## config.mk

```make
export PLATFORM = sky130hd
export DESIGN_NAME = cmd_assembler
export DESIGN_NICKNAME = d
export VERILOG_FILES = /design/src/hw/gfx_pkg.sv /design/src/hw/cmd_assembler.sv
export VERILOG_INCLUDE_DIRS = /design/src /design/src/hw
export SDC_FILE = /design/constraint.sdc
export NUM_CORES = 1
export LEC_CHECK = 0
export BUFFER_PORTS_ARGS = -buffer_cell sky130_fd_sc_hd__buf_4
export CAP_MARGIN = 20
export CORE_ASPECT_RATIO = 1.2
export CORE_MARGIN = 10
export CORE_UTILIZATION = 25
export DETAILED_ROUTE_END_ITERATION = 16
export GPL_ROUTABILITY_DRIVEN = 0
export GPL_TIMING_DRIVEN = 0
export MAX_ROUTING_LAYER = met4
export PLACE_DENSITY = 0.54
export SKIP_CTS_REPAIR_TIMING = 1
export SYNTH_ARGS = -nofsm -noshare
export SYNTH_HDL_FRONTEND = slang
export SYNTH_SLANG_ARGS = --single-unit
```

## constraint.sdc

```tcl
create_clock -name clk_pix -period 1.15 [get_ports clk_pix]
set_input_delay 0.23 -clock clk_pix [delete_from_list [all_inputs] [get_ports clk_pix]]
set_output_delay 0.23 -clock clk_pix [all_outputs]
set_load 0.01 [all_outputs]
```

## src/hw/gfx_settings.svh

```systemverilog
//--------------------------------------------------------------------------
// gfx settings: display timing, framebuffer size and serial bit period
//--------------------------------------------------------------------------
`ifndef GFX_SETTINGS_SVH
`define GFX_SETTINGS_SVH

// framebuffer size in pixels
`define GFX_FB_WIDTH  64
`define GFX_FB_HEIGHT 32

// 480p horizontal timing
`define GFX_H_ACTIVE 640
`define GFX_H_FRONT  16
`define GFX_H_SYNC   96
`define GFX_H_BACK   48

// 480p vertical timing
`define GFX_V_ACTIVE 480
`define GFX_V_FRONT  10
`define GFX_V_SYNC   2
`define GFX_V_BACK   33

// 25 MHz pixel clock at 115200 baud
`define GFX_UART_CLKS_PER_BIT 217

`endif
```

## src/hw/gfx_pkg.sv

```systemverilog
//--------------------------------------------------------------------------
// gfx package: colour type, command opcodes and command word views
//--------------------------------------------------------------------------
`include "gfx_settings.svh"

package gfx_pkg;

    localparam int FB_ADDR_W = $clog2(`GFX_FB_WIDTH * `GFX_FB_HEIGHT);

    typedef struct packed {
        logic [3:0] r;
        logic [3:0] g;
        logic [3:0] b;
    } rgb444_t;

    typedef enum logic [7:0] {
        OP_SET_POS     = 8'h01,
        OP_WRITE_PIXEL = 8'h02
    } opcode_t;

    typedef struct packed {
        opcode_t     opcode;
        logic [11:0] x;
        logic [11:0] y;
    } cmd_pos_t;

    // count holds run length minus one
    typedef struct packed {
        opcode_t    opcode;
        logic [7:0] count;
        logic [3:0] unused;
        rgb444_t    color;
    } cmd_pix_t;

    typedef union packed {
        cmd_pos_t pos;
        cmd_pix_t pix;
    } cmd_word_t;

endpackage

```

## src/hw/cmd_assembler.sv

```systemverilog
//--------------------------------------------------------------------------
// cmd_assembler: packs four serial bytes, msb first, into a command word
//--------------------------------------------------------------------------
`timescale 1ns/100ps

module cmd_assembler (
    input  logic                clk_pix,
    input  logic                reset,
    input  logic [7:0]          byte_i,
    input  logic                byte_valid_i,
    output gfx_pkg::cmd_word_t  cmd_o,
    output logic                cmd_valid_o
);

    logic [1:0]  byte_cnt;
    logic [31:0] word_q;

    assign cmd_o = word_q;

    always_ff @(posedge clk_pix) begin
        if (reset) begin
            byte_cnt    <= '0;
            cmd_valid_o <= 1'b0;
        end else begin
            cmd_valid_o <= 1'b0;
            if (byte_valid_i) begin
                // wraps back to zero after the fourth byte
                byte_cnt <= byte_cnt + 1'b1;
                if (byte_cnt == 2'd3) begin
                    cmd_valid_o <= 1'b1;
                end
            end
        end
    end

    // first byte ends up in the top of the word
    always_ff @(posedge clk_pix) begin
        if (byte_valid_i) begin
            word_q <= {word_q[23:0], byte_i};
        end
    end

endmodule

```

After elaboration in Yosys (flattened, before gate mapping)
Index checks and enable logic that the tools add are counted.
- $mul: 0
- mux-type cells: 1
- shift operators: 0
- divide/modulo/power cells: 0
- equality and inequality tests: 1
- magnitude comparators: 0
- add/sub/neg operators: 1
- reductions and logical operators: 1
- bitwise gates (word level): 1
- operators with widths (kind ; count):
    $add 2x1->2 const B ; 1
    $eq 2x2->1 const B ; 1
    $reduce_or 2->1 ; 1
    $mux 1 ; 1
    $not 1->1 ; 1
- logic and storage cells: 8
- input port bits: 11
- bits in latches: 0
- bits in writable memories: 0
- output and inout port bits: 33
- memories: 0
- flip-flop bits (word level): 35
- bits in read-only memories: 0

Depth between registers and ports, before layout
- depth in word-level cells: 2
- mapped depth: 3
- mapped depth without buffers: 3

Least setup slack after synthesis
No wires, ideal clock.
- path kind: reg2reg
- start: register byte_cnt[0]
- end: register byte_cnt[1]
- clock period less this slack: 852 ps
- library setup time: 114 ps
- required time: 1036 ps
- slack: 298 ps
- stages on the path, launching flop included: 4
- arrival time: 737 ps
- path buffers: 0
- cell sequence: dfxtp_1 > ha_1 > mux2i_1 > nor2_1
- cells in the longest elaborated chain, start to end: 1
- RTL lines (item ; RTL line ; text):
    start: declaration ; cmd_assembler.sv:15 ; logic [1:0] byte_cnt;
    start signal: assignment ; cmd_assembler.sv:28 ; byte_cnt <= byte_cnt + 1'b1;
    $add 2x1->2 ; cmd_assembler.sv:28 ;
No other way between the ends.
A chain may end at the register's enable or synchronous reset.

Worst setup path after layout
- start: register word_q[18], in the netlist cmd_o[18]
- end: output cmd_o[18] (netlist name)
- RTL lines (item ; RTL line ; text):
    start: declaration ; cmd_assembler.sv:16 ; logic [31:0] word_q;
    start signal: assignment ; cmd_assembler.sv:39 ; word_q <= {word_q[23:0], byte_i};
    end: declaration ; cmd_assembler.sv:11 ; output gfx_pkg::cmd_word_t cmd_o,
No word-level cell between the ends.

==> summary.txt <==
STA
  • Worst rel slew slack: 71.5%
  • Final setup violation count: 0
  • Fmax achieved: 937 MHz
  • Final hold violations: 0
  • Ratio of final minimum period to clock period: 92.8%
  • Transition time at the pin with the least slew margin: 427 ps
  • Minimum clock period: 1070 ps
  • Final Max Slew Viols: 0
  • Setup TNS Final: 0 ps
  • Largest clock skew in the final design: 7.89 ps
  • Unrepaired setup endpoints after global routing: no

Cells and area
  • Count of nets after finishing: 103
  • Commonest cells after routing, fill and taps aside: buf_4 (43), edfxtp_1 (32), clkbuf_8 (5)
  • Count of fill cells added during filler insertion: 397
  • Layout cells sized above 1: 53.3%
  • Inserted Diodes: 0
  • Synth-to-layout area growth: 44.2%
  • Most common library cell in the layout ignoring fill and taps: buf_4
  • Util after Layout: 36.8%

Die
  • Horizontal die dimension: 79.7 microns
  • Std-Cell Rows: 26
  • Full die area: 7310 sq um
  • I/O pins: 44
  • CORE AREA: 4200 sq um
  • Effective utilization at floorplan: 25.5%
  • Chip Height: 91.7 microns

Clocking
  • Clock tree from TritonCTS: yes
  • Clock buffers created by TritonCTS: 5
  • Clock Pin Slew Worst Setup and Hold Paths: 70 ps
  • Clock insertion delay at the later pin of the skew report: 280 ps
  • Root buffer selected by CTS: clkbuf_8
  • Clk sink count: 35
  • Bufs on Longest Clock Path: 2
  • H-Tree Depth: 2

Setup path
  • Arrival time of the worst setup path: 840 ps
  • Delay of the slowest critical-path stage: 400 ps
  • Crit path max fanout: 2
  • Required time of the critical path: 920 ps
  • Buffers & Inverters on Critical Path: 1
  • Kind of end point of the critical path: primary output
  • Category of the critical setup timing path: reg -> out
  • Kind of start point of the critical path: flop
  • Critical path cell sequence: buf_4
  • Largest delay contributor family on the critical path: flip-flops
  • Slowest cell on the critical path: edfxtp_1

GRT
  • Global-route wire length before repair: 3040 microns
  • Global Route met2 Usage: 8.38%
  • Total grt overflow: 0
  • Maximum number of pins on one net before global-route repair: 36
  • Layer with the highest usage after global routing: met2
  • Met3 routing resource usage after global routing: 5.57%
  • Met1 layer usage reported by global route: 5.05%
  • Number of antenna violations at the first check in global routing: 0
  • Via count of the first global-routing pass: 582
  • Total GRT Usage: 5.84%

Power and ir drop
  • Static Leak: 0.613 nW
  • Worst-case vdd ir drop: 450 uV
  • Ratio of total power to cell area: 1640 nW/um^2

Status
  • Result of the run: finished clean

Routing
  • Via Count: 546
  • Total wire length: 2020 microns
  • Remaining antenna violation count: 0
  • Vias/cell: 3.69
  • Routed wire length per instance: 13.7 microns
  • Starting DRC count in detailed routing: 38
  • 1st-pass router iterations: 3
  • Remaining routing DRC violations: 0

Logic synthesis
  • Synthesized Nets: 53
  • Netlist area before placement: 1070 sq um
  • Mapped Avg Cell Area: 26.1 sq um
  • Post-synthesis instance total: 41
  • Post-synthesis sequential element count: 35
  • Yosys cell types: 7
  • Ys Warns: 0
  • Portion of the post-synthesis area used by sequential elements: 95.4%

Hold path
  • Path type of the worst min-delay path: in -> reg

Placement
  • I/O Buffers: 43

Flow run
  • Max Cap Viol: 0
-- metal layers --
| metal | part of all wire (%) | routed length [microns] | up-vias |
|---|---|---|---|
| met3 | 16 | 330 | 5 |
| met2 | 47 | 951 | 32 |
| li1 | - | - | 257 |
| met4 | 1.9 | 38 | 0 |
| met5 | 0 | 0 | - |
| met1 | 35 | 701 | 252 |
-- cell usage after synthesis (all sizes together) --
library cell  instances  area [sq um]
edfxtp               32           961
dfxtp                 3          60.1
nor2                  2          7.51
and3b                 1          10.0
ha                    1          12.5
mux2i                 1          10.0
xnor2                 1          8.76
-- through the flow --
step	worst slack [ps]	hold WS, ps	instances	total power [mW]	instance area [sq um]
finish	83.3	124	148	2.53	1540
detailed placement	125	409	140	1.78	1460
global route	36.9	106	148	2.65	1540
floorplan	298	302	41	1.60	1070
global placement	161	403	140	1.77	1460
CTS	61.5	113	148	2.58	1540
-- layout make-up --
type | instances | area (sq um) | area share [%]
Multi-Input combinational cell | 6 | 48.8 | 3.16
Clock buffer | 6 | 72.6 | 4.70
Clock inverter | 2 | 7.51 | 0.487
Timing Repair Buffer | 43 | 323 | 20.9
Tap cell | 56 | 70.1 | 4.54
Sequential cell | 35 | 1020 | 66.2
-- power by group --
group | switching (mW) | total [mW] | internal (mW)
Clock | 0.382 | 0.794 | 0.412
Sequential | 0.0354 | 1.52 | 1.49
Combinational | 0.101 | 0.217 | 0.116
-- logic make-up after synthesis --
kind of cell,after synthesis,share of synthesized area [%]
xor gates and xnor gates,1,0.819
adders and majority gates,1,1.17
DFF,35,95.4
muxes,1,0.936
and+or+nand+nor,3,1.64
-- path summary, 6_finish.rpt --
check,startpoint,to,slack (ps),cells after the start
hold / removal,reset,byte_cnt[0],120,2
hold reg to reg,cmd_o[14],cmd_o[22],450,0
setup / recovery,cmd_o[18],cmd_o[18],80,1
setup reg to reg,byte_cnt[0],byte_cnt[1],250,3
-- state kept, by name, indices dropped and copies added, names as in the netlist --
| register | flops |
|---|---|
| byte_cnt | 2 |
| cmd_o | 32 |
| cmd_valid_o | 1 |
Note: power is estimated with default switching activity, not from simulation.
