--- src/hw/gfx_settings.svh ---
//--------------------------------------------------------------------------
// gfx settings: display timing, framebuffer size and serial bit period
//--------------------------------------------------------------------------
`ifndef GFX_SETTINGS_SVH
`define GFX_SETTINGS_SVH

// framebuffer size in pixels
`define GFX_FB_WIDTH  64
`define GFX_FB_HEIGHT 32

// 480p horizontal timing
`define GFX_H_ACTIVE 640
`define GFX_H_FRONT  16
`define GFX_H_SYNC   96
`define GFX_H_BACK   48

// 480p vertical timing
`define GFX_V_ACTIVE 480
`define GFX_V_FRONT  10
`define GFX_V_SYNC   2
`define GFX_V_BACK   33

// 25 MHz pixel clock at 115200 baud
`define GFX_UART_CLKS_PER_BIT 217

`endif
--- src/hw/gfx_pkg.sv ---
//--------------------------------------------------------------------------
// gfx package: colour type, command opcodes and command word views
//--------------------------------------------------------------------------
`include "gfx_settings.svh"

package gfx_pkg;

    localparam int FB_ADDR_W = $clog2(`GFX_FB_WIDTH * `GFX_FB_HEIGHT);

    typedef struct packed {
        logic [3:0] r;
        logic [3:0] g;
        logic [3:0] b;
    } rgb444_t;

    typedef enum logic [7:0] {
        OP_SET_POS     = 8'h01,
        OP_WRITE_PIXEL = 8'h02
    } opcode_t;

    typedef struct packed {
        opcode_t     opcode;
        logic [11:0] x;
        logic [11:0] y;
    } cmd_pos_t;

    // count holds run length minus one
    typedef struct packed {
        opcode_t    opcode;
        logic [7:0] count;
        logic [3:0] unused;
        rgb444_t    color;
    } cmd_pix_t;

    typedef union packed {
        cmd_pos_t pos;
        cmd_pix_t pix;
    } cmd_word_t;

endpackage

--- src/hw/pixel_output.sv ---
//--------------------------------------------------------------------------
// pixel_output: framebuffer fetch, border and blanking, sync alignment
//--------------------------------------------------------------------------
`timescale 1ns/100ps
`include "gfx_settings.svh"

module pixel_output (
    input  logic                            clk_pix,
    input  logic                            reset,
    input  logic signed [15:0]              sx_i,
    input  logic signed [15:0]              sy_i,
    input  logic                            hsync_i,
    input  logic                            vsync_i,
    input  logic                            de_i,
    output logic [gfx_pkg::FB_ADDR_W-1:0]   rd_addr_o,
    input  gfx_pkg::rgb444_t                rd_color_i,
    output gfx_pkg::rgb444_t                rgb_o,
    output logic                            hsync_o,
    output logic                            vsync_o,
    output logic                            de_o
);

    localparam int ADDR_W = gfx_pkg::FB_ADDR_W;

    logic hsync_d1, vsync_d1, de_d1, inside_d1;

    // only meaningful inside the framebuffer area
    assign rd_addr_o = ADDR_W'(int'(sy_i) * `GFX_FB_WIDTH + int'(sx_i));

    // stage 1, read in flight
    always_ff @(posedge clk_pix) begin
        if (reset) begin
            hsync_d1  <= 1'b1;
            vsync_d1  <= 1'b1;
            de_d1     <= 1'b0;
            inside_d1 <= 1'b0;
        end else begin
            hsync_d1  <= hsync_i;
            vsync_d1  <= vsync_i;
            de_d1     <= de_i;
            inside_d1 <= sx_i < `GFX_FB_WIDTH && sy_i < `GFX_FB_HEIGHT;
        end
    end

    // stage 2, colour select
    always_ff @(posedge clk_pix) begin
        if (reset) begin
            hsync_o <= 1'b1;
            vsync_o <= 1'b1;
            de_o    <= 1'b0;
            rgb_o   <= '0;
        end else begin
            hsync_o <= hsync_d1;
            vsync_o <= vsync_d1;
            de_o    <= de_d1;
            if (!de_d1) begin
                rgb_o <= '0;
            end else if (inside_d1) begin
                rgb_o <= rd_color_i;
            end else begin
                rgb_o <= '{r: 4'h2, g: 4'h2, b: 4'h2};
            end
        end
    end

endmodule

--- config.mk ---
export PLATFORM = sky130hd
export DESIGN_NAME = pixel_output
export DESIGN_NICKNAME = d
export VERILOG_FILES = /design/src/hw/gfx_pkg.sv /design/src/hw/pixel_output.sv
export VERILOG_INCLUDE_DIRS = /design/src /design/src/hw
export SDC_FILE = /design/constraint.sdc
export NUM_CORES = 1
export LEC_CHECK = 0
export BUFFER_PORTS_ARGS = -buffer_cell sky130_fd_sc_hd__buf_2
export CAP_MARGIN = 20
export CORE_ASPECT_RATIO = 1.75
export CORE_MARGIN = 2
export CORE_UTILIZATION = 30
export CTS_BUF_LIST = sky130_fd_sc_hd__clkbuf_4
export CTS_CLUSTER_SIZE = 20
export DETAILED_ROUTE_END_ITERATION = 12
export PLACE_DENSITY_LB_ADDON = 0.08
export SETUP_SLACK_MARGIN = 0.2
export SKIP_LAST_GASP = 1
export SYNTH_ARGS = -nofsm -noshare
export SYNTH_HDL_FRONTEND = slang
export SYNTH_SLANG_ARGS = --single-unit
--- constraint.sdc ---
create_clock -name clk_pix -period 1.73 [get_ports clk_pix]
set_input_delay 0.0865 -clock clk_pix [delete_from_list [all_inputs] [get_ports clk_pix]]
set_output_delay 0.0865 -clock clk_pix [all_outputs]
set_load 0.03 [all_outputs]
==> Word-level counts from Yosys, hierarchy flattened <==
Cells that the tools add are included.
W data, S select, Z words.
{ "word_totals": {"regBits": 19, "input_bits": 49, "out_inout_bits": 26, "elab_cells": 22} }
{ "classes": {"addsub": 1, "order_cmp": 2, "mux": 1, "n_bitwise": 2, "reduce_logical": 3} }
{ "ops": {"columns": ["op", "n"], "rows": [
  ["$lt A16 B7 Y1 const B", 1],
  ["$lt A16 B8 Y1 const B", 1],
  ["$add A11 B11 Y11", 1],
  ["$mux W10", 1],
  ["$reduce_or A3 Y1", 1],
  ["$not A1 Y1", 2],
  ["$reduce_or A2 Y1", 1],
  ["$logic_and A1 B1 Y1", 1]
]} }

==> Depth between registers and ports, before layout <==
{ "logic_depth": {"word_depth": 2, "ltp_mapped": 7, "depth_no_buf": 7} }

==> Worst setup path after synthesis <==
OpenSTA, ideal clock, no wires.
{ "synth_path": {"path_type": "input port to output port", "startpoint": "input sx_i[6]", "endpoint": "output rd_addr_o[10] (netlist name)", "t_arrival_ns": 1.418, "required_ns": 1.643, "slack_ns": 0.226, "stages": 7, "path_buffers": 0, "path_cell_list": "ha_1 inv_1 fa_1 inv_1 a21o_1 a21oi_2 xnor2_1"} }
{ "synth_via": {"elab_chain_cells": 1} }
{ "synth_rtl": {"columns": ["element", "line_no", "rtl"], "rows": [
  ["start, declared", "pixel_output.sv:10", "input logic signed [15:0] sx_i,"],
  ["$add A11 B11 Y11", "pixel_output.sv:28", "assign rd_addr_o = ADDR_W'(int'(sy_i) * `GFX_FB_WIDTH + int'(sx_i));"],
  ["end, declared", "pixel_output.sv:15", "output logic [gfx_pkg::FB_ADDR_W-1:0] rd_addr_o,"]
]} }
No other way between the ends.

==> Worst setup path in the final report <==
Same ends and word-level chain as after synthesis.

==> summary.txt <==
count leader, synth: dfxtp_1
Final Cell Area: 1130 um^2
Initial Utilization: 0.309
startpoint types: primary input
endpoints failing setup: 0
TritonCTS Sinks: 19
Hold Crit Class: primary input to register
Synth top area share: 0.500
Cell Area, Synth: 761 um^2
Worst Clk Skew: 2.57 ps
CP max-delay cell: ha_1
clk slew on worst S/H paths: 100 ps
IR drop worst, VDD: 0.000268 V
post-synthesis cell type count: 20
GRT Residual Overflow: 0
Synth area leaders: dfxtp_1, and3_1, ha_1
actual slew at the worst max-slew pin: 316 ps
CP cell instances: buf_2, ha_1, inv_1, fa_2, inv_1, a21o_1, a21oi_2, xnor2_1, buf_4
Tmin final: 1430 ps
sequential share of the synthesized area: 0.500
unrepaired setup endpoints after global routing: false
syn avg cell area: 10.0 um^2
CTS tree: built
Worst R2R Setup Slack: 960 ps
largest net degree at the start of global routing: 13
first-pass GRT wire length: 2.90 mm
num rows: 24
hold path depth: 3
# port buffers: 62
Critical Path RT: 1640 ps
worst r2r path cells: 3
area grow syn2layout: 48.2%
fin. max-slew vios: 0
Core ar.: 2460 um^2
crit end category: primary output
maximum clock insertion buffer count: 2
hpwl dp: 1.54 mm
Routed Antenna Nets: 0
die height: 70.6 um
Arr. time, crit path: 1340 ps
critical path class: primary input to primary output
TritonCTS buffer count: 3
Fmax: 700 MHz
GP Congestion: 0.712
most used cell, CP: inv_1
H-tree levels: 1
Post-synth top cells: dfxtp_1, and3_1, inv_1, buf_4
share of post-route cells with drive strength above 1: 0.540
Synthesized Nets: 130
endpoints failing hold: 0
Tcrit/Tclk final: 0.826
vias per cell: 4.48
final net count: 194
n_diodes: 0
detailed-router iteration count before antenna repair: 3
clk root buf: clkbuf_4
Power Density: 789 nW/um^2
Via Count: 739
Remaining DRCs: 0
overall routed net length: 1.83 mm
initial antenna violation count: 0
Die ar.: 2970 um^2
DIE WIDTH: 42.1 um
Max-slew headroom: 0.789
Clock Latency Late Sink: 290 ps
vias in the first global route: 745
asr flop ratio synth: 0
final setup TNS: 0 ps
drt wl/cell: 11.1 um
Iteration-0 DRC Markers: 6
number of flops mapped to enable cells by yosys: 0
post-synthesis register bit count: 19
Synth Warn #: 0
leading area contributor after synthesis: dfxtp_1
Pleak: 0.000658 uW
Synth Flop Type: dfxtp_1
# IOs: 75
dpl cell area: 1050 um^2
Maximum Capacitance Violations: 0
status: completed
Total Routing Usage GR: 0.126
Cells after Synth: 76
CP max FO: 2
Worst path max stage delay: 200 ps
-- area by class of cell --
cell class	instances	area, um^2
repair buffers	66	350
well taps	26	32.5
clock buffers	4	30.0
multi-input cells	40	297
fillers	264	1340
flip-flops and latches	19	380
inverters	10	37.5
-- repair_timing --
item / CTS / global route
resized for setup: 0 / 2
hold endpoints to repair: 3 / 0
setup buffers: 0 / 1
hold buffers: 3 / 0
setup endpoints to repair: 0 / 1
-- critical path, delay by kind of cell --
family	cells	cell delay (ps)
XOR/XNOR	1	130
adder cells (fa/ha/maj)	2	400
AO/OA/AOI/OAI	2	310
buffers and inverters	4	410
-- power breakdown --
| part | total [uW] | internal (uW) | switching (uW) | leakage [uW] |
|---|---|---|---|---|
| registers | 453 | 449 | 4.69 | 0.000155 |
| logic | 207 | 92.7 | 114 | 0.000484 |
| clock network | 230 | 105 | 124 | 0.0000184 |
-- cells by family (layout without fill, tap and decap cells) --
family                     after synthesis  count (layout)  share of synthesized area
AOI/OAI and AO/OA                        9               9                     0.0773
xor gates and xnor gates                 4               4                     0.0461
adders and majority gates                5               5                     0.0921
buffers and inverters                   17              80                      0.113
DFF                                     19              19                      0.500
and+or+nand+nor                         22              22                      0.171
-- final timing paths --
kind / startpoint / to
max: sx_i[6] / rd_addr_o[10]
max reg2reg: de_d1 / rgb_o[3]
min reg2reg: vsync_d1 / vsync_o
min: sy_i[15] / inside_d1
-- layer usage --
layer | vias up | wire length, um | global-route usage
met5 | - | 0 | 0
li1 | 371 | - | -
met1 | 311 | 559 | 0.105
met3 | 4 | 178 | 0.0383
met4 | 0 | 29 | 0.0625
met2 | 53 | 1060 | 0.253
-- registers in the layout, summed over array words and instances (netlist names) --
name and flops:
rgb_o 12, hsync_d1 1, inside_d1 1, de_d1 1, vsync_d1 1, vsync_o 1
de_o 1, hsync_o 1
-- cells in the final DEF (no fill, tap or decap) --
master	n
and3_1	9
dlygate4sd3_1	3
nand2_2	1
xor2_1	1
nor2_1	3
a32oi_1	1
nor2b_1	1
a21o_1	2
or2_2	4
buf_2	61
buf_4	2
clkbuf_4	4
dfxtp_1	19
fa_2	1
inv_2	1
a21oi_2	1
nor4_1	4
a21oi_1	4
ha_1	4
a31oi_1	1
xnor2_1	3
inv_1	9
-- per-stage QoR --
step                      instances   util  power (uW)  hold WS [ps]  worst slack (ps)
after detailed placement        157  0.428         661           173               273
after global placement          157  0.428         659           173               290
final                           165  0.458         890          12.2               302
after global routing            165  0.458         934          18.8               198
after CTS                       164  0.453         896          8.84               267
after floorplan                  76      -         602           158               226
(Power assumes the default switching activity.)
