### config.mk
export PLATFORM = sky130hd
export DESIGN_NAME = uart_rx
export DESIGN_NICKNAME = d
export VERILOG_FILES = /design/src/hw/uart_rx.sv
export VERILOG_INCLUDE_DIRS = /design/src /design/src/hw
export SDC_FILE = /design/constraint.sdc
export NUM_CORES = 1
export LEC_CHECK = 0
export CORE_MARGIN = 2
export CORE_UTILIZATION = 64
export CTS_CLUSTER_SIZE = 28
export DETAILED_ROUTE_END_ITERATION = 12
export DONT_BUFFER_PORTS = 1
export PLACE_DENSITY_LB_ADDON = 0.05
export SLEW_MARGIN = 20
export SYNTH_ARGS = -nofsm -noshare
export SYNTH_HDL_FRONTEND = slang
export SYNTH_SLANG_ARGS = --single-unit
### constraint.sdc
create_clock -name clk_pix -period 3.81 [get_ports clk_pix]
set_input_delay 0.762 -clock clk_pix [delete_from_list [all_inputs] [get_ports clk_pix]]
set_output_delay 0.762 -clock clk_pix [all_outputs]
set_load 0.02 [all_outputs]
### src/hw/gfx_settings.svh
//--------------------------------------------------------------------------
// gfx settings: display timing, framebuffer size and serial bit period
//--------------------------------------------------------------------------
`ifndef GFX_SETTINGS_SVH
`define GFX_SETTINGS_SVH

// framebuffer size in pixels
`define GFX_FB_WIDTH  64
`define GFX_FB_HEIGHT 32

// 480p horizontal timing
`define GFX_H_ACTIVE 640
`define GFX_H_FRONT  16
`define GFX_H_SYNC   96
`define GFX_H_BACK   48

// 480p vertical timing
`define GFX_V_ACTIVE 480
`define GFX_V_FRONT  10
`define GFX_V_SYNC   2
`define GFX_V_BACK   33

// 25 MHz pixel clock at 115200 baud
`define GFX_UART_CLKS_PER_BIT 217

`endif
### src/hw/uart_rx.sv
//--------------------------------------------------------------------------
// uart_rx: 8N1 serial receiver, one-cycle valid strobe per good byte
//--------------------------------------------------------------------------
`timescale 1ns/100ps
`include "gfx_settings.svh"

module uart_rx (
    input  logic       clk_pix,
    input  logic       reset,
    input  logic       rx_i,
    output logic [7:0] byte_o,
    output logic       valid_o
);

    localparam int CPB   = `GFX_UART_CLKS_PER_BIT;
    localparam int CNT_W = $clog2(CPB);

    typedef enum logic [1:0] { S_IDLE, S_START, S_DATA, S_STOP } state_t;

    state_t           state;
    logic             rx_meta, rx_sync, rx_prev;
    logic [CNT_W-1:0] clk_cnt;
    logic [2:0]       bit_idx;
    logic [7:0]       shift_q;

    assign byte_o = shift_q;

    always_ff @(posedge clk_pix) begin
        if (reset) begin
            rx_meta <= 1'b1;
            rx_sync <= 1'b1;
            rx_prev <= 1'b1;
            state   <= S_IDLE;
            clk_cnt <= '0;
            bit_idx <= '0;
            valid_o <= 1'b0;
        end else begin
            rx_meta <= rx_i;
            rx_sync <= rx_meta;
            rx_prev <= rx_sync;
            valid_o <= 1'b0;
            clk_cnt <= clk_cnt + 1'b1;
            case (state)
                S_IDLE: begin
                    clk_cnt <= '0;
                    bit_idx <= '0;
                    if (rx_prev && !rx_sync) begin
                        state <= S_START;
                    end
                end
                S_START: begin
                    // half a bit in, start bit must still be low
                    if (clk_cnt == CNT_W'(CPB / 2 - 1)) begin
                        clk_cnt <= '0;
                        state   <= rx_sync ? S_IDLE : S_DATA;
                    end
                end
                S_DATA: begin
                    if (clk_cnt == CNT_W'(CPB - 1)) begin
                        clk_cnt <= '0;
                        bit_idx <= bit_idx + 1'b1;
                        if (bit_idx == 3'd7) begin
                            state <= S_STOP;
                        end
                    end
                end
                S_STOP: begin
                    if (clk_cnt == CNT_W'(CPB - 1)) begin
                        // framing error drops the byte
                        valid_o <= rx_sync;
                        state   <= S_IDLE;
                    end
                end
                default: state <= S_IDLE;
            endcase
        end
    end

    // lsb first
    always_ff @(posedge clk_pix) begin
        if (state == S_DATA && clk_cnt == CNT_W'(CPB - 1)) begin
            shift_q <= {rx_sync, shift_q[7:1]};
        end
    end

endmodule

* Word-level counts from Yosys, hierarchy flattened
Cells that the tools add are included.
Cells by class: magnitude comparators 0, divide/modulo/power cells 0, add/sub/neg operators 2, multiply operators 0, shift-type cells 0, bitwise gates (word level) 2, reduce and logical (&&, ||, !) cells 8, multiplexer cells 12, equal/unequal tests 11
Operators with widths (count):
- case mux 8 bit (3 select lines) | 1
- two-way mux 8 bit | 2
- two-way mux 2 bit | 6
- != test 2 bit, second input constant | 5
- adder 8 x 1 -> 8 bit, second input constant | 1
- equality test 8 x 7 -> 1 bit, second input constant | 1
- equality test 8 bit, second input constant | 1
- case mux 2 bit (4 select lines) | 1
- case mux 3 bit (2 select lines) | 1
- AND reduction 5 bit | 1
- equality test 2 bit, second input constant | 2
- adder 3 x 1 -> 3 bit, second input constant | 1
- equality test 3 bit, second input constant | 1
- two-way mux 3 bit | 1
- OR reduction 3 bit | 1
- equality test 2 x 1 -> 1 bit, second input constant | 1
- logical AND 1 bit | 2
- zero test 2 bit | 1
- inverter 1 bit | 2
- AND reduction 2 bit | 1
- nonzero test 2 bit | 1
- zero test 1 bit | 1
Storage, ports and cells: register bits after elaboration 25, output and inout bits 9, word-level logic and storage cells 43, bits in read-only memories 0, bits in writable memories 0, latch bits 0, memories kept 0

* Longest topological paths before layout
word-level depth 4, mapped depth 6

* Least setup slack after synthesis
OpenSTA, ideal clock, no wires.
path kind register -> register, start register clk_cnt[0], end register shift_q[0], in the netlist byte_o[0], enable pin, slack 1.918 ns, path buffers 1, cell stages (with the launch flop) 7, data arrival time 1.521 ns, data required time 3.440 ns, period minus slack after synthesis 1.892 ns, cell sequence dfxtp_1 inv_1 ha_1 nand4b_2 buf_6 or3_4 nor2_1
Between the ends: word-level cells in the longest chain between the ends 2
Ends and longest elaborated chain:
- start: declaration | RTL line uart_rx.sv:22 | logic [CNT_W-1:0] clk_cnt;
- start signal: assignment | RTL line uart_rx.sv:42 | clk_cnt <= clk_cnt + 1'b1;
- equality test 8 bit | RTL line uart_rx.sv:81 | if (state == S_DATA && clk_cnt == CNT_W'(CPB - 1)) begin
- logical AND 1 bit | RTL line uart_rx.sv:81
- end signal: assignment | RTL line uart_rx.sv:82 | shift_q <= {rx_sync, shift_q[7:1]};
- end: declaration | RTL line uart_rx.sv:24 | logic [7:0] shift_q;
No other way between the ends. A chain may end at the register's enable or synchronous reset.

* Final worst setup path
start register clk_cnt[0], end register shift_q[4], in the netlist byte_o[4], enable pin
The elaborated chain is that of the path after synthesis.

==> impl_metrics.csv <==
group,metric,value,unit
placement,io_buffer_count,0,
setup_path,crit_fanout,11,
yosys,yosysWarnings,0,
cts,cts_resized,0,
sta,fin_crit_sh,56.61,%
final_layout,multiInputGateArea,452.9,sq um
setup_path,cpLargestDelayFamily,"simple AND/OR/NAND/NOR gates",
yosys,synth_cells,97,
final_layout,final_layout_size_suffix_gt1_share,11.34,%
power,cellInternalPower,0.3187,mW
global_routing,gr-total-overflow,0,
final_layout,nets,105,
global_routing,antenna_found_initial,0,
setup_path,slowest_stage,"nor2_1",
global_routing,grt_first_pass_wirelength,3318,um
cts,cts_max_path_buffers,2,
power,combPwrFrac,2.0,%
die,die_h,45.17,um
final_layout,syn_to_final_growth,2.306,%
drt,drc,0,
setup_path,worst-path-buf-inv,1,
drt,routed_wl,1847,um
min_path,min_path_type,"reg2reg",
final_layout,antenna_cells,0,
setup_path,cp-end-kind,"flop",
power,vdd_drop_max,0.2741,mV
sta,slew-limit-headroom,55.37,%
cts,clk_pin_slew_worst_paths,0.14,ns
placement,routabilityCongestion,0.8394,
drt,drt-initial-drc-count,14,
sta,tns,0,ns
setup_path,critical_path_arrival,2.13,ns
final_layout,design_area,0.001110,sq mm
cts,root_buffer,"clkbuf_4",
sta,setup_viol_count_final,0,
die,die_x,45.17,um
sta,whs,0.4339,ns
setup_path,critical_path_required,3.78,ns
yosys,synth_cell_types,37,
setup_path,crit_path_start_kind,"flop",
placement,dpl_cell_area,0.001080,sq mm
sta,rsz0062_at_grt,"no",
yosys,avgSynthCellArea,11.18,sq um
job,max-cap-violations,0,
power,clkPwrFrac,29.6,%
placement,detailed_place_hpwl,1292,um
setup_path,critPathKind,"reg2reg",
cts,postCtsSetupBuffers,0,
yosys,synth_edf_count,8,
outcome,outcome,"finished, final reports clean",
die,io_pins,12,
yosys,synth_ff_type,"dfxtp_1",
sta,tightest_slew,0.6655,ns
power,switching_share,21.71,%
cts,tritoncts,"built",
power,p_per_area,366.8,mW/mm^2
cts,cts_hold_buf,0,
yosys,synth_seq_area_share,53.52,%
final_layout,fill_cells,114,
yosys,syn_nets,104,
setup_path,cp_slowest_stage_delay,0.52,ns
final_layout,final_common_cell,"dfxtp_1",
cts,cts_made_buffers,3,
power,seqPwrFrac,68.3,%
global_routing,grt_pass1_vias,734,
final_layout,fin_util,72.00,%
sta,fin_crit,2.157,ns
final_layout,seq_area,580.6,sq um
die,die_area,0.002040,sq mm
die,core,0.001541,sq mm
cts,clock-sinks,25,
cts,htreeDepth,1,
drt,firstDrtPassIters,4,
power,power,0.4070,mW
global_routing,track_usage,22.86,%
die,fp-row-count,14,
drt,viasPerCell,6.531,
drt,wl_per_cell,16.35,um
drt,vias,738,
cts,clock_latency,0.32,ns
sta,hold_violations,0,
die,start_util,70.37,%
power,power_switching,0.08839,mW
drt,postRouteAntennaNets,0,
power,p_leak,0.3215,nW
setup_path,path_cells,"inv_1, ha_1, nand4b_2, or3_4, nor2_1",
final_layout,final_cell_mix,"17 x dfxtp_1, 8 x edfxtp_1, 6 x inv_1, 6 x a211oi_1",
global_routing,grt_max_degree,16,
yosys,yosys_register_bits,25,
sta,fin_skew,0.002644,ns
yosys,synth_async_sr_flop_share,0,%
yosys,synth_area,0.001085,sq mm
sta,final_max_slew_viol_count,0,
sta,max_freq,463.6,MHz
[flip-flops by register name (all words and copies together) (netlist names), named ones only]
| register | count |
|---|---|
| state | 1 |
| rx_prev | 1 |
| rx_sync | 1 |
| bit_idx | 3 |
| valid_o | 1 |
| clk_cnt | 8 |
| rx_meta | 1 |
| byte_o | 8 |
[path summary, 6_finish.rpt]
kind	cells after the start	startpoint	slack [ns]	end
worst max-delay path	5	clk_cnt[0]	1.65	byte_o[4]
worst min-delay path	1	rx_meta	0.43	rx_sync
worst max register to register	5	clk_cnt[0]	1.65	byte_o[4]
worst min register to register	1	rx_meta	0.43	rx_sync
[cells in the mapped netlist (2+ instances only)]
cell type  count  share of area (%)
a211oi_1       6                4.2
a21oi_1        3                1.4
a221oi_1       4                3.2
buf_2          2               0.92
dfxtp_1       17                 31
edfxtp_1       8                 22
ha_1           4                4.6
inv_1          6                2.1
nand2_1        3                1.0
nand3_1        3                1.4
nand3b_1       2                1.4
nor2_1         3                1.0
o21ai_0        4                1.8
o31ai_1        2                1.4
or2_2          3                1.7
or3_1          4                2.3
or4_1          2                1.4
xor2_1         2                1.6
[worst register-to-register path, cell delays in order, from the launching register on]
cell and delay [ns]:
dfxtp_1 0.36, inv_1 0.07, ha_1 0.16, nand4b_2 0.25, or3_4 0.45, nor2_1 0.52
[area by class of cell]
type                            instances  area share (%)
Inverter                                7           2.368
Clock inverter                          1          0.6764
Tap cell                               16           1.804
Clock buffer                            3           2.029
Multi-Input combinational cell         61           40.81
Sequential cell                        25           52.31
[logic make-up after synthesis]
logic type      Yosys count  share of synthesized area, %
buf+inv                  11                         4.728
simple gates             28                         16.95
xor+xnor                  3                         2.423
fa+ha+maj                 4                         4.614
compound gates           26                         17.76
flops                    25                         53.52
[metrics by stage]
step	instances	setup WS, ns
after CTS	113	1.645
final	113	1.653
after global placement	109	1.777
after detailed placement	109	1.659
after floorplan	97	1.918
after global routing	113	1.513
[layer usage]
layer  share of wire, %  track usage [%]  up-vias
met3                2.7            4.400        3
li1                   -                -      371
met5                  0                0        -
met4                1.0            9.412        0
met2                 49            36.29       19
met1                 48            30.59      345
[power by group through the flow]
stage / logic, mW / clock network [mW] / registers (mW)
floorplan: 0.00812 / 0 / 0.282
finish: 0.00833 / 0.121 / 0.278
global route: 0.00934 / 0.131 / 0.279
detailed placement: 0.00838 / 0 / 0.284
CTS: 0.00836 / 0.123 / 0.278
global placement: 0.00811 / 0 / 0.284
Power figures use the tool's default switching activity.
