File: src/hw/gfx_settings.svh
//--------------------------------------------------------------------------
// gfx settings: display timing, framebuffer size and serial bit period
//--------------------------------------------------------------------------
`ifndef GFX_SETTINGS_SVH
`define GFX_SETTINGS_SVH

// framebuffer size in pixels
`define GFX_FB_WIDTH  64
`define GFX_FB_HEIGHT 32

// 480p horizontal timing
`define GFX_H_ACTIVE 640
`define GFX_H_FRONT  16
`define GFX_H_SYNC   96
`define GFX_H_BACK   48

// 480p vertical timing
`define GFX_V_ACTIVE 480
`define GFX_V_FRONT  10
`define GFX_V_SYNC   2
`define GFX_V_BACK   33

// 25 MHz pixel clock at 115200 baud
`define GFX_UART_CLKS_PER_BIT 217

`endif
File: src/hw/display_timings.sv
//--------------------------------------------------------------------------
// display_timings: 640x480 scan counters, syncs, data enable and strobes
//--------------------------------------------------------------------------
`timescale 1ns/100ps
`include "gfx_settings.svh"

module display_timings (
    input  logic               clk_pix,
    input  logic               reset,
    output logic signed [15:0] sx_o,
    output logic signed [15:0] sy_o,
    output logic               hsync_o,
    output logic               vsync_o,
    output logic               de_o,
    output logic               frame_o,
    output logic               line_o
);

    localparam int H_SYNC_START = `GFX_H_ACTIVE + `GFX_H_FRONT;
    localparam int H_SYNC_END   = H_SYNC_START + `GFX_H_SYNC;
    localparam int H_TOTAL      = H_SYNC_END + `GFX_H_BACK;
    localparam int V_SYNC_START = `GFX_V_ACTIVE + `GFX_V_FRONT;
    localparam int V_SYNC_END   = V_SYNC_START + `GFX_V_SYNC;
    localparam int V_TOTAL      = V_SYNC_END + `GFX_V_BACK;

    always_ff @(posedge clk_pix) begin
        if (reset) begin
            sx_o <= '0;
            sy_o <= '0;
        end else if (sx_o == 16'(H_TOTAL - 1)) begin
            sx_o <= '0;
            sy_o <= (sy_o == 16'(V_TOTAL - 1)) ? 16'sd0 : sy_o + 16'sd1;
        end else begin
            sx_o <= sx_o + 16'sd1;
        end
    end

    // negative polarity syncs
    assign hsync_o = !(sx_o >= H_SYNC_START && sx_o < H_SYNC_END);
    assign vsync_o = !(sy_o >= V_SYNC_START && sy_o < V_SYNC_END);
    assign de_o    = sx_o < `GFX_H_ACTIVE && sy_o < `GFX_V_ACTIVE;

    assign frame_o = sx_o == 16'sd0 && sy_o == 16'sd0;
    assign line_o  = sx_o == 16'sd0;

endmodule

File: config.mk
export PLATFORM = sky130hd
export DESIGN_NAME = display_timings
export DESIGN_NICKNAME = d
export VERILOG_FILES = /design/src/hw/display_timings.sv
export VERILOG_INCLUDE_DIRS = /design/src /design/src/hw
export SDC_FILE = /design/constraint.sdc
export NUM_CORES = 1
export LEC_CHECK = 0
export ABC_AREA = 0
export ABC_CLOCK_PERIOD_IN_PS = 6300
export BUFFER_PORTS_ARGS = -buffer_cell sky130_fd_sc_hd__clkbuf_2
export CAP_MARGIN = 0
export CORE_AREA = 2 2 61 63
export DETAILED_ROUTE_END_ITERATION = 10
export DIE_AREA = 0 0 63 65
export GPL_ROUTABILITY_DRIVEN = 0
export PLACE_DENSITY = 0.83
export RECOVER_POWER = 25
export SLEW_MARGIN = 20
export SYNTH_ARGS = -nofsm -noshare
export SYNTH_HDL_FRONTEND = slang
export SYNTH_SLANG_ARGS = --single-unit
File: constraint.sdc
create_clock -name clk_pix -period 6.3 [get_ports clk_pix]
set_clock_uncertainty 0.15 [all_clocks]
set_input_delay 0.945 -clock clk_pix [delete_from_list [all_inputs] [get_ports clk_pix]]
set_output_delay 0.945 -clock clk_pix [all_outputs]
set_load 0.05 [all_outputs]
======== After elaboration in Yosys (flattened, before gate mapping) ========
Cells that the tools add are included.
word-level totals
  register bits after elaboration ......... 32
  input port bits ......................... 2
  output and inout bits ................... 37
cells by class
  $add $sub $neg .......................... 2
  order comparisons ....................... 6
  equality and inequality tests ........... 2
  mux-type cells .......................... 1
  reductions and logical operators ........ 9
operator list
  operator                                                              number
  adder 16 x 2 -> 16 bit (second input constant)                        2
  == test 16 x 11 -> 1 bit (second input constant)                      2
  logical NOT 16 bit                                                    2
  less-than comparator 16 x 10 -> 1 bit (second input constant)         2
  less-than comparator 16 x 11 -> 1 bit (second input constant)         2
  greater-or-equal comparator 16 x 10 -> 1 bit (second input constant)  1
  greater-or-equal comparator 16 x 11 -> 1 bit (second input constant)  1
  two-way mux 16 bit                                                    1
  logical AND 1 bit                                                     4
  logical NOT 1 bit                                                     2
  OR reduction 2 bit                                                    1

======== Depth between registers and ports, before layout ========
Gate-level depths: netlist of run 1.
  depth in word-level cells ............... 3
  depth in mapped cells ................... 7
  depth with buffers taken out ............ 6

======== Worst setup path before layout of run 1 ========
OpenSTA, ideal clock, no wires.
  path kind ............................... register to output
  from .................................... register sx_o[15]
  to ...................................... output frame_o
  data arrival time ....................... 2.427 ns
  data required time ...................... 5.205 ns
  setup slack ............................. 2.778 ns
  stages on the path, launching flop included .. 5
  path buffers ............................ 0
  path through ............................ dfxtp_1 > or4_4 > nor4_1 > and4b_1 > and3_1
between the ends
  cells in the longest elaborated chain, start to end .. 2
RTL lines
  what                      line                   text
  start: declaration        display_timings.sv:10  output logic signed [15:0] sx_o,
  start signal: assignment  display_timings.sv:34  sx_o <= sx_o + 16'sd1;
  logical NOT 16 bit        --
  via line_o                display_timings.sv:16  output logic line_o
  logical AND 1 bit         display_timings.sv:43  assign frame_o = sx_o == 16'sd0 && sy_o == 16'sd0;
  end: declaration          display_timings.sv:15  output logic frame_o,
The timed path passes the listed nets, and every way through them passes these cells.

======== Worst setup path in the final report of run 1 ========
  from .................................... register sx_o[15]
  to ...................................... output frame_o
between the ends
  cells in the longest elaborated chain, start to end .. 2
RTL lines
  what                line
  logical NOT 16 bit  display_timings.sv:43
  logical AND 1 bit   display_timings.sv:43
No other way between the ends.

==> metrics.yaml, run 1 <==
synthesis:
  yosys.area_share.simple: 0.333
  synth_edf_count: 0
  muxShareOfSynthArea: 0.0109
  seq_area_frac_synth: 0.350
  synth-compound-area-share: 0.165
  syn_inst: 225
  ys_types: 46
  synthXorXnorAreaFrac: 0.0526
  postSynthAreaPerCell_um2: 8.14
  synthArstFlopShare: 0
  synth_fa_ha_area_frac: 0.0342
  ys_warn_count: 0
  netlist_area_um2: 1830
  ys.flop_type: "dfxtp_1"
  synth_top_family_by_area: "simple AND/OR/NAND/NOR gates"
  syn_nets: 232
  synth-seq-cells: 32
clock_tree:
  clkTransAtPathRegs_ps: 100
  cts_resized: 0
  cts_tree: "yes"
  clockBufferDepth: 2
  root_buffer: "clkbuf_4"
  clock_sinks: 32
  clock_latency_ps: 340
  cts_max_level: 2
  hold_buffers: 0
  post-cts-setup-buffer-count: 0
  numCtsBuffers: 5
die:
  initial_core_util: 0.524
  die_h_um: 65
  die_x_um: 63
  pin_count: 39
  row_count: 22
  core_um2: 3500
  dieArea_um2: 4100
min_path:
  hold_depth: 1
  min_to: "sx_o[0]"
  min_path_type: "flip-flop to flip-flop"
  holdCritStartpoint: "sx_o[0]"
finish:
  layout_common_cells: "dfxtp_1 (32), nor2_1 (23), clkbuf_2 (23)"
  mostFrequentLayoutCell: "dfxtp_1"
  nets: 264
  num-fill-cells: 327
  syn_to_final_growth_pct: 15.1
  n_antenna_cell: 0
  drive_gt1_frac: 0.151
global_route:
  grt_pass1_vias: 1696
  use_met2: 0.383
  gr-total-overflow: 0
  grt_max_degree: 18
  antenna_found_initial: 0
  grt_pass1_wl_um: 7930
  met3_usage: 0.0330
  grt_usage: 0.239
  use_met1: 0.325
  busiest_layer: "met2"
power:
  p_per_area_nw_per_um2: 201
  switchingPower_uw: 104
  pwr-share-clk: 0.423
  p_sw_frac: 0.246
  combPwrFrac: 0.085
  p_leak_uw: 0.000725
  fin_total_pwr_uw: 423
  ir_drop_uv: 123
  pwr-share-seq: 0.492
  p_int_uw: 319
timing:
  rsz0062_at_grt: "no"
  fmax_mhz: 296
  worst_pin_slew_ps: 855
  hold_viol: 0
  period_needed_ps: 3380
  slew_headroom: 0.425
  slew_viol_final: 0
  fin_setup_tns_ps: 0
  setup_viol: 0
  period_share: 0.536
setup_path:
  worstReg2RegEnd: "sy_o[12]"
  ff2ff_path_depth: 5
  path_class: "flip-flop to output port"
  cp.arrival_ps: 2280
  cp-start-kind: "flip-flop"
  required_ps: 5200
  r2r_setup_slack_ps: 3460
  regToRegStartpoint: "sx_o[0]"
  endpoint_kind: "output port"
  cp_max_fo: 5
drt:
  dr.pass1.iters: 5
  routed_wl_um: 4690
  wire_per_inst_um: 15.3
  num_vias: 1863
  ant_nets: 0
  drc: 0
  dr.first_iter.drc_count: 173
  vias_per_cell: 6.09
run:
  maxCapViolations: 0
place:
  dpl.hpwl_um: 3150
  io_buffers: 38
outcome:
  status: "finished clean"
==> metal layers <==
metal  part of all wire  vias to the layer above
li1                   -                      905
met1               0.45                      853
met2               0.46                       96
met3              0.073                        9
met4              0.018                        0
met5                  0                        -
==> worst max path at each step <==
stage          slack (ps)  cells after the start       to     start
6_report             2920                      5  frame_o  sx_o[15]
5_1_grt              2780                      5  frame_o  sx_o[15]
4_1_cts              2950                      5  frame_o  sx_o[15]
3_5_place_dp         3320                      5  frame_o  sx_o[15]
3_3_place_gp         3390                      5  frame_o  sx_o[15]
2_1_floorplan        2780                      4  frame_o  sx_o[15]
==> sequential cells by signal, summed over array words and instances, names as in the netlist <==
| register | cells |
|---|---|
| sx_o | 16 |
| sy_o | 16 |
==> synthesized netlist by cell type (all sizes together), types with 4 or more instances <==
cell    instances  share of area
or3             5          0.017
nor2           23          0.047
o21ai           4          0.011
nand4          10          0.034
xnor2          10          0.048
dfxtp          32           0.35
and2            4          0.014
nor4b           4          0.019
a21oi           9          0.025
nor3            7          0.019
nor4            5          0.021
o31ai           4          0.016
or4             7          0.033
nand3          11          0.030
and3            6          0.021
nand2          18          0.037
clkbuf         11          0.023
inv            11          0.023
o41ai           4          0.019
a32oi           5          0.024
ha              5          0.034
==> final cells by class <==
class,count,area (um2),share of cell area
Clock buffer,7,65.1,0.0309
Clock inverter,1,30.0,0.0143
Inverter,11,41.3,0.0196
Multi-Input combinational cell,169,1100,0.521
Sequential cell,32,641,0.304
Tap cell,48,60.1,0.0285
Timing Repair Buffer,38,171,0.0814
==> worst max-delay path, stage by stage, from the launching register on <==
cell      delay (ps)
dfxtp_1          360
or4_4            570
nor4_1           280
and4b_1          280
and3_1           180
clkbuf_2         280
==> power by group through the flow <==
stage	registers, uW	clock network (uW)	logic, uW
after floorplan	219	0	21.5
after global placement	213	0	35.3
after global routing	209	188	38.3
final	208	179	35.8
after CTS	208	180	35.9
after detailed placement	213	0	35.5
==> metrics by stage <==
step / util / worst slack, ps / area [um2] / cells / hold WS [ps]
after global routing: 0.603 / 2780 / 2110 / 306 / 395
after floorplan: - / 2780 / 1830 / 225 / 518
after detailed placement: 0.579 / 3320 / 2020 / 298 / 311
final: 0.603 / 2920 / 2110 / 306 / 334
after global placement: 0.579 / 3390 / 2020 / 298 / 303
after CTS: 0.606 / 2950 / 2120 / 306 / 336
==> cells by family after synthesis <==
| family | count (synthesis) |
|---|---|
| buf+inv | 24 |
| flops | 32 |
| compound gates | 41 |
| fa+ha+maj | 5 |
| xor+xnor | 11 |
| mux | 2 |
| simple gates | 110 |
(Power assumes the default switching activity.)
==> run 2: changes to the inputs <==
--- a/config.mk
+++ b/config.mk
@@ -7,14 +7,14 @@
 export NUM_CORES = 1
 export LEC_CHECK = 0
 export ABC_AREA = 0
-export ABC_CLOCK_PERIOD_IN_PS = 6300
+export ABC_CLOCK_PERIOD_IN_PS = 3050
 export BUFFER_PORTS_ARGS = -buffer_cell sky130_fd_sc_hd__clkbuf_2
 export CAP_MARGIN = 0
-export CORE_AREA = 2 2 61 63
+export CORE_AREA = 2 2 65 67
 export DETAILED_ROUTE_END_ITERATION = 10
-export DIE_AREA = 0 0 63 65
+export DIE_AREA = 0 0 67 69
 export GPL_ROUTABILITY_DRIVEN = 0
-export PLACE_DENSITY = 0.83
+export PLACE_DENSITY = 0.78
 export RECOVER_POWER = 25
 export SLEW_MARGIN = 20
 export SYNTH_ARGS = -nofsm -noshare
==> constraint.sdc (replaced) <==
create_clock -name clk_pix -period 3.05 [get_ports clk_pix]
set_clock_uncertainty 0.15 [all_clocks]
set_input_delay 0.4575 -clock clk_pix [delete_from_list [all_inputs] [get_ports clk_pix]]
set_output_delay 0.4575 -clock clk_pix [all_outputs]
set_load 0.05 [all_outputs]
==> run 2 against run 1 <==
Effect of this change:
- worst hold slack improved by 23 ps
- non-clock buffer count rose by 3
- routed wire length is 0.40% higher
- via count up 0.81%
- largest power group unchanged
- clock-buffer cell count fell by 2
- die area up 13%
- critical path depth unchanged
==> metrics.yaml, run 2 (synthesized netlist as in run 1, its figures left out) <==
finish:
  layout_common_cells: "dfxtp_1 (32), clkbuf_2 (24), nor2_1 (23)"
  regArea_um2: 641
  nets: 267
  drive_gt1_frac: 0.157
  top_regs: "sx_o (16), sy_o (16)"
  mostFrequentLayoutCell: "dfxtp_1"
  n_antenna_cell: 0
  finalNonFillerCells: 311
  syn_to_final_growth_pct: 16.8
  num-fill-cells: 396
  multiInputGateArea_um2: 1090
place:
  dpl.hpwl_um: 3320
  io_buffers: 38
  dp.cells: 303
  place_ws_ps: 376
global_route:
  grt_max_degree: 18
  grt_pass1_vias: 1654
  grt_pass1_wl_um: 7820
  antenna_found_initial: 0
  gr-total-overflow: 0
  grt_usage: 0.216
die:
  die_h_um: 69
  core_um2: 3910
  pin_count: 39
  row_count: 23
  die_x_um: 67
  dieArea_um2: 4620
  initial_core_util: 0.468
setup_path:
  cp.arrival_ps: 2260
  path_class: "flip-flop to output port"
  max_stage_delay_ps: 570
  cp-start-kind: "flip-flop"
  cp_slowest_cell: "or4_4"
  cp_cell_sequence: "or4_4, nor4_1, and4b_1, and3_1, clkbuf_2"
  endpoint_kind: "output port"
  ff2ff_path_depth: 4
  cp_max_fo: 5
  required_ps: 2440
timing:
  slew_viol_final: 0
  rsz0062_at_grt: "no"
  period_share: 0.940
  setup_viol: 0
  slew_headroom: 0.589
  fin_setup_tns_ps: 0
  fmax_mhz: 349
  worst_pin_slew_ps: 619
  hold_viol: 0
  setup_ws_ps: 184
  period_needed_ps: 2870
clock_tree:
  post-cts-setup-buffer-count: 0
  clock_latency_ps: 290
  hold_buffers: 0
  clock_sinks: 32
  cts_tree: "yes"
  clockBufferDepth: 2
  root_buffer: "clkbuf_8"
  clkTransAtPathRegs_ps: 80
  cts_resized: 0
  numCtsBuffers: 5
  cts_max_level: 2
run:
  maxCapViolations: 0
power:
  ir_drop_uv: 213
  p_per_area_nw_per_um2: 429
  p_leak_uw: 0.000742
drt:
  ant_nets: 0
  routed_wl_um: 4710
  vias_per_cell: 6.04
  num_vias: 1878
  dr.first_iter.drc_count: 119
  dr.pass1.iters: 4
  wire_per_inst_um: 15.1
  drc: 0
min_path:
  min_path_type: "flip-flop to flip-flop"
  hold_depth: 1
outcome:
  status: "finished clean"
run 2: power by group:
group,internal [uW],switching [uW],total (uW)
Sequential,422,7.87,430
Clock,242,172,414
Combinational,18.8,55.7,74.5
Total,683,236,918
run 2: worst paths after layout:
check                start  endpoint  slack (ps)
hold reg to reg    sx_o[0]   sx_o[0]         360
hold / removal     sx_o[0]   sx_o[0]         360
setup / recovery  sx_o[15]   frame_o         180
setup reg to reg  sx_o[15]  sy_o[12]         320
run 2: per-stage QoR:
stage | cell area [um2] | hold WS (ps) | power [uW] | utilization
after floorplan | 1830 | 518 | 497 | -
after CTS | 2160 | 359 | 924 | 0.552
final | 2140 | 357 | 918 | 0.546
after global placement | 2050 | 313 | 513 | 0.523
after detailed placement | 2050 | 333 | 514 | 0.523
after global routing | 2140 | 383 | 942 | 0.546
run 2: cell type report:
cell class	instances	area share
well taps	50	0.0293
repair buffers	41	0.0895
inverters	11	0.0193
clock buffers	5	0.0322
flip-flops and latches	32	0.300
multi-input cells	169	0.510
clock inverters	3	0.0199
run 2: layer usage:
metal	share of wire	up-vias	GRT usage
met1	0.45	875	0.310
met3	0.072	12	0.0457
met5	0	-	0
met4	0.024	0	0.0998
met2	0.45	81	0.304
li1	-	910	-
run 2: critical path: cells and delay by family, from the launching register on:
kind / cells / cell delay (ps)
buf+inv: 1 / 280
simple gates: 4 / 1330
flops: 1 / 350
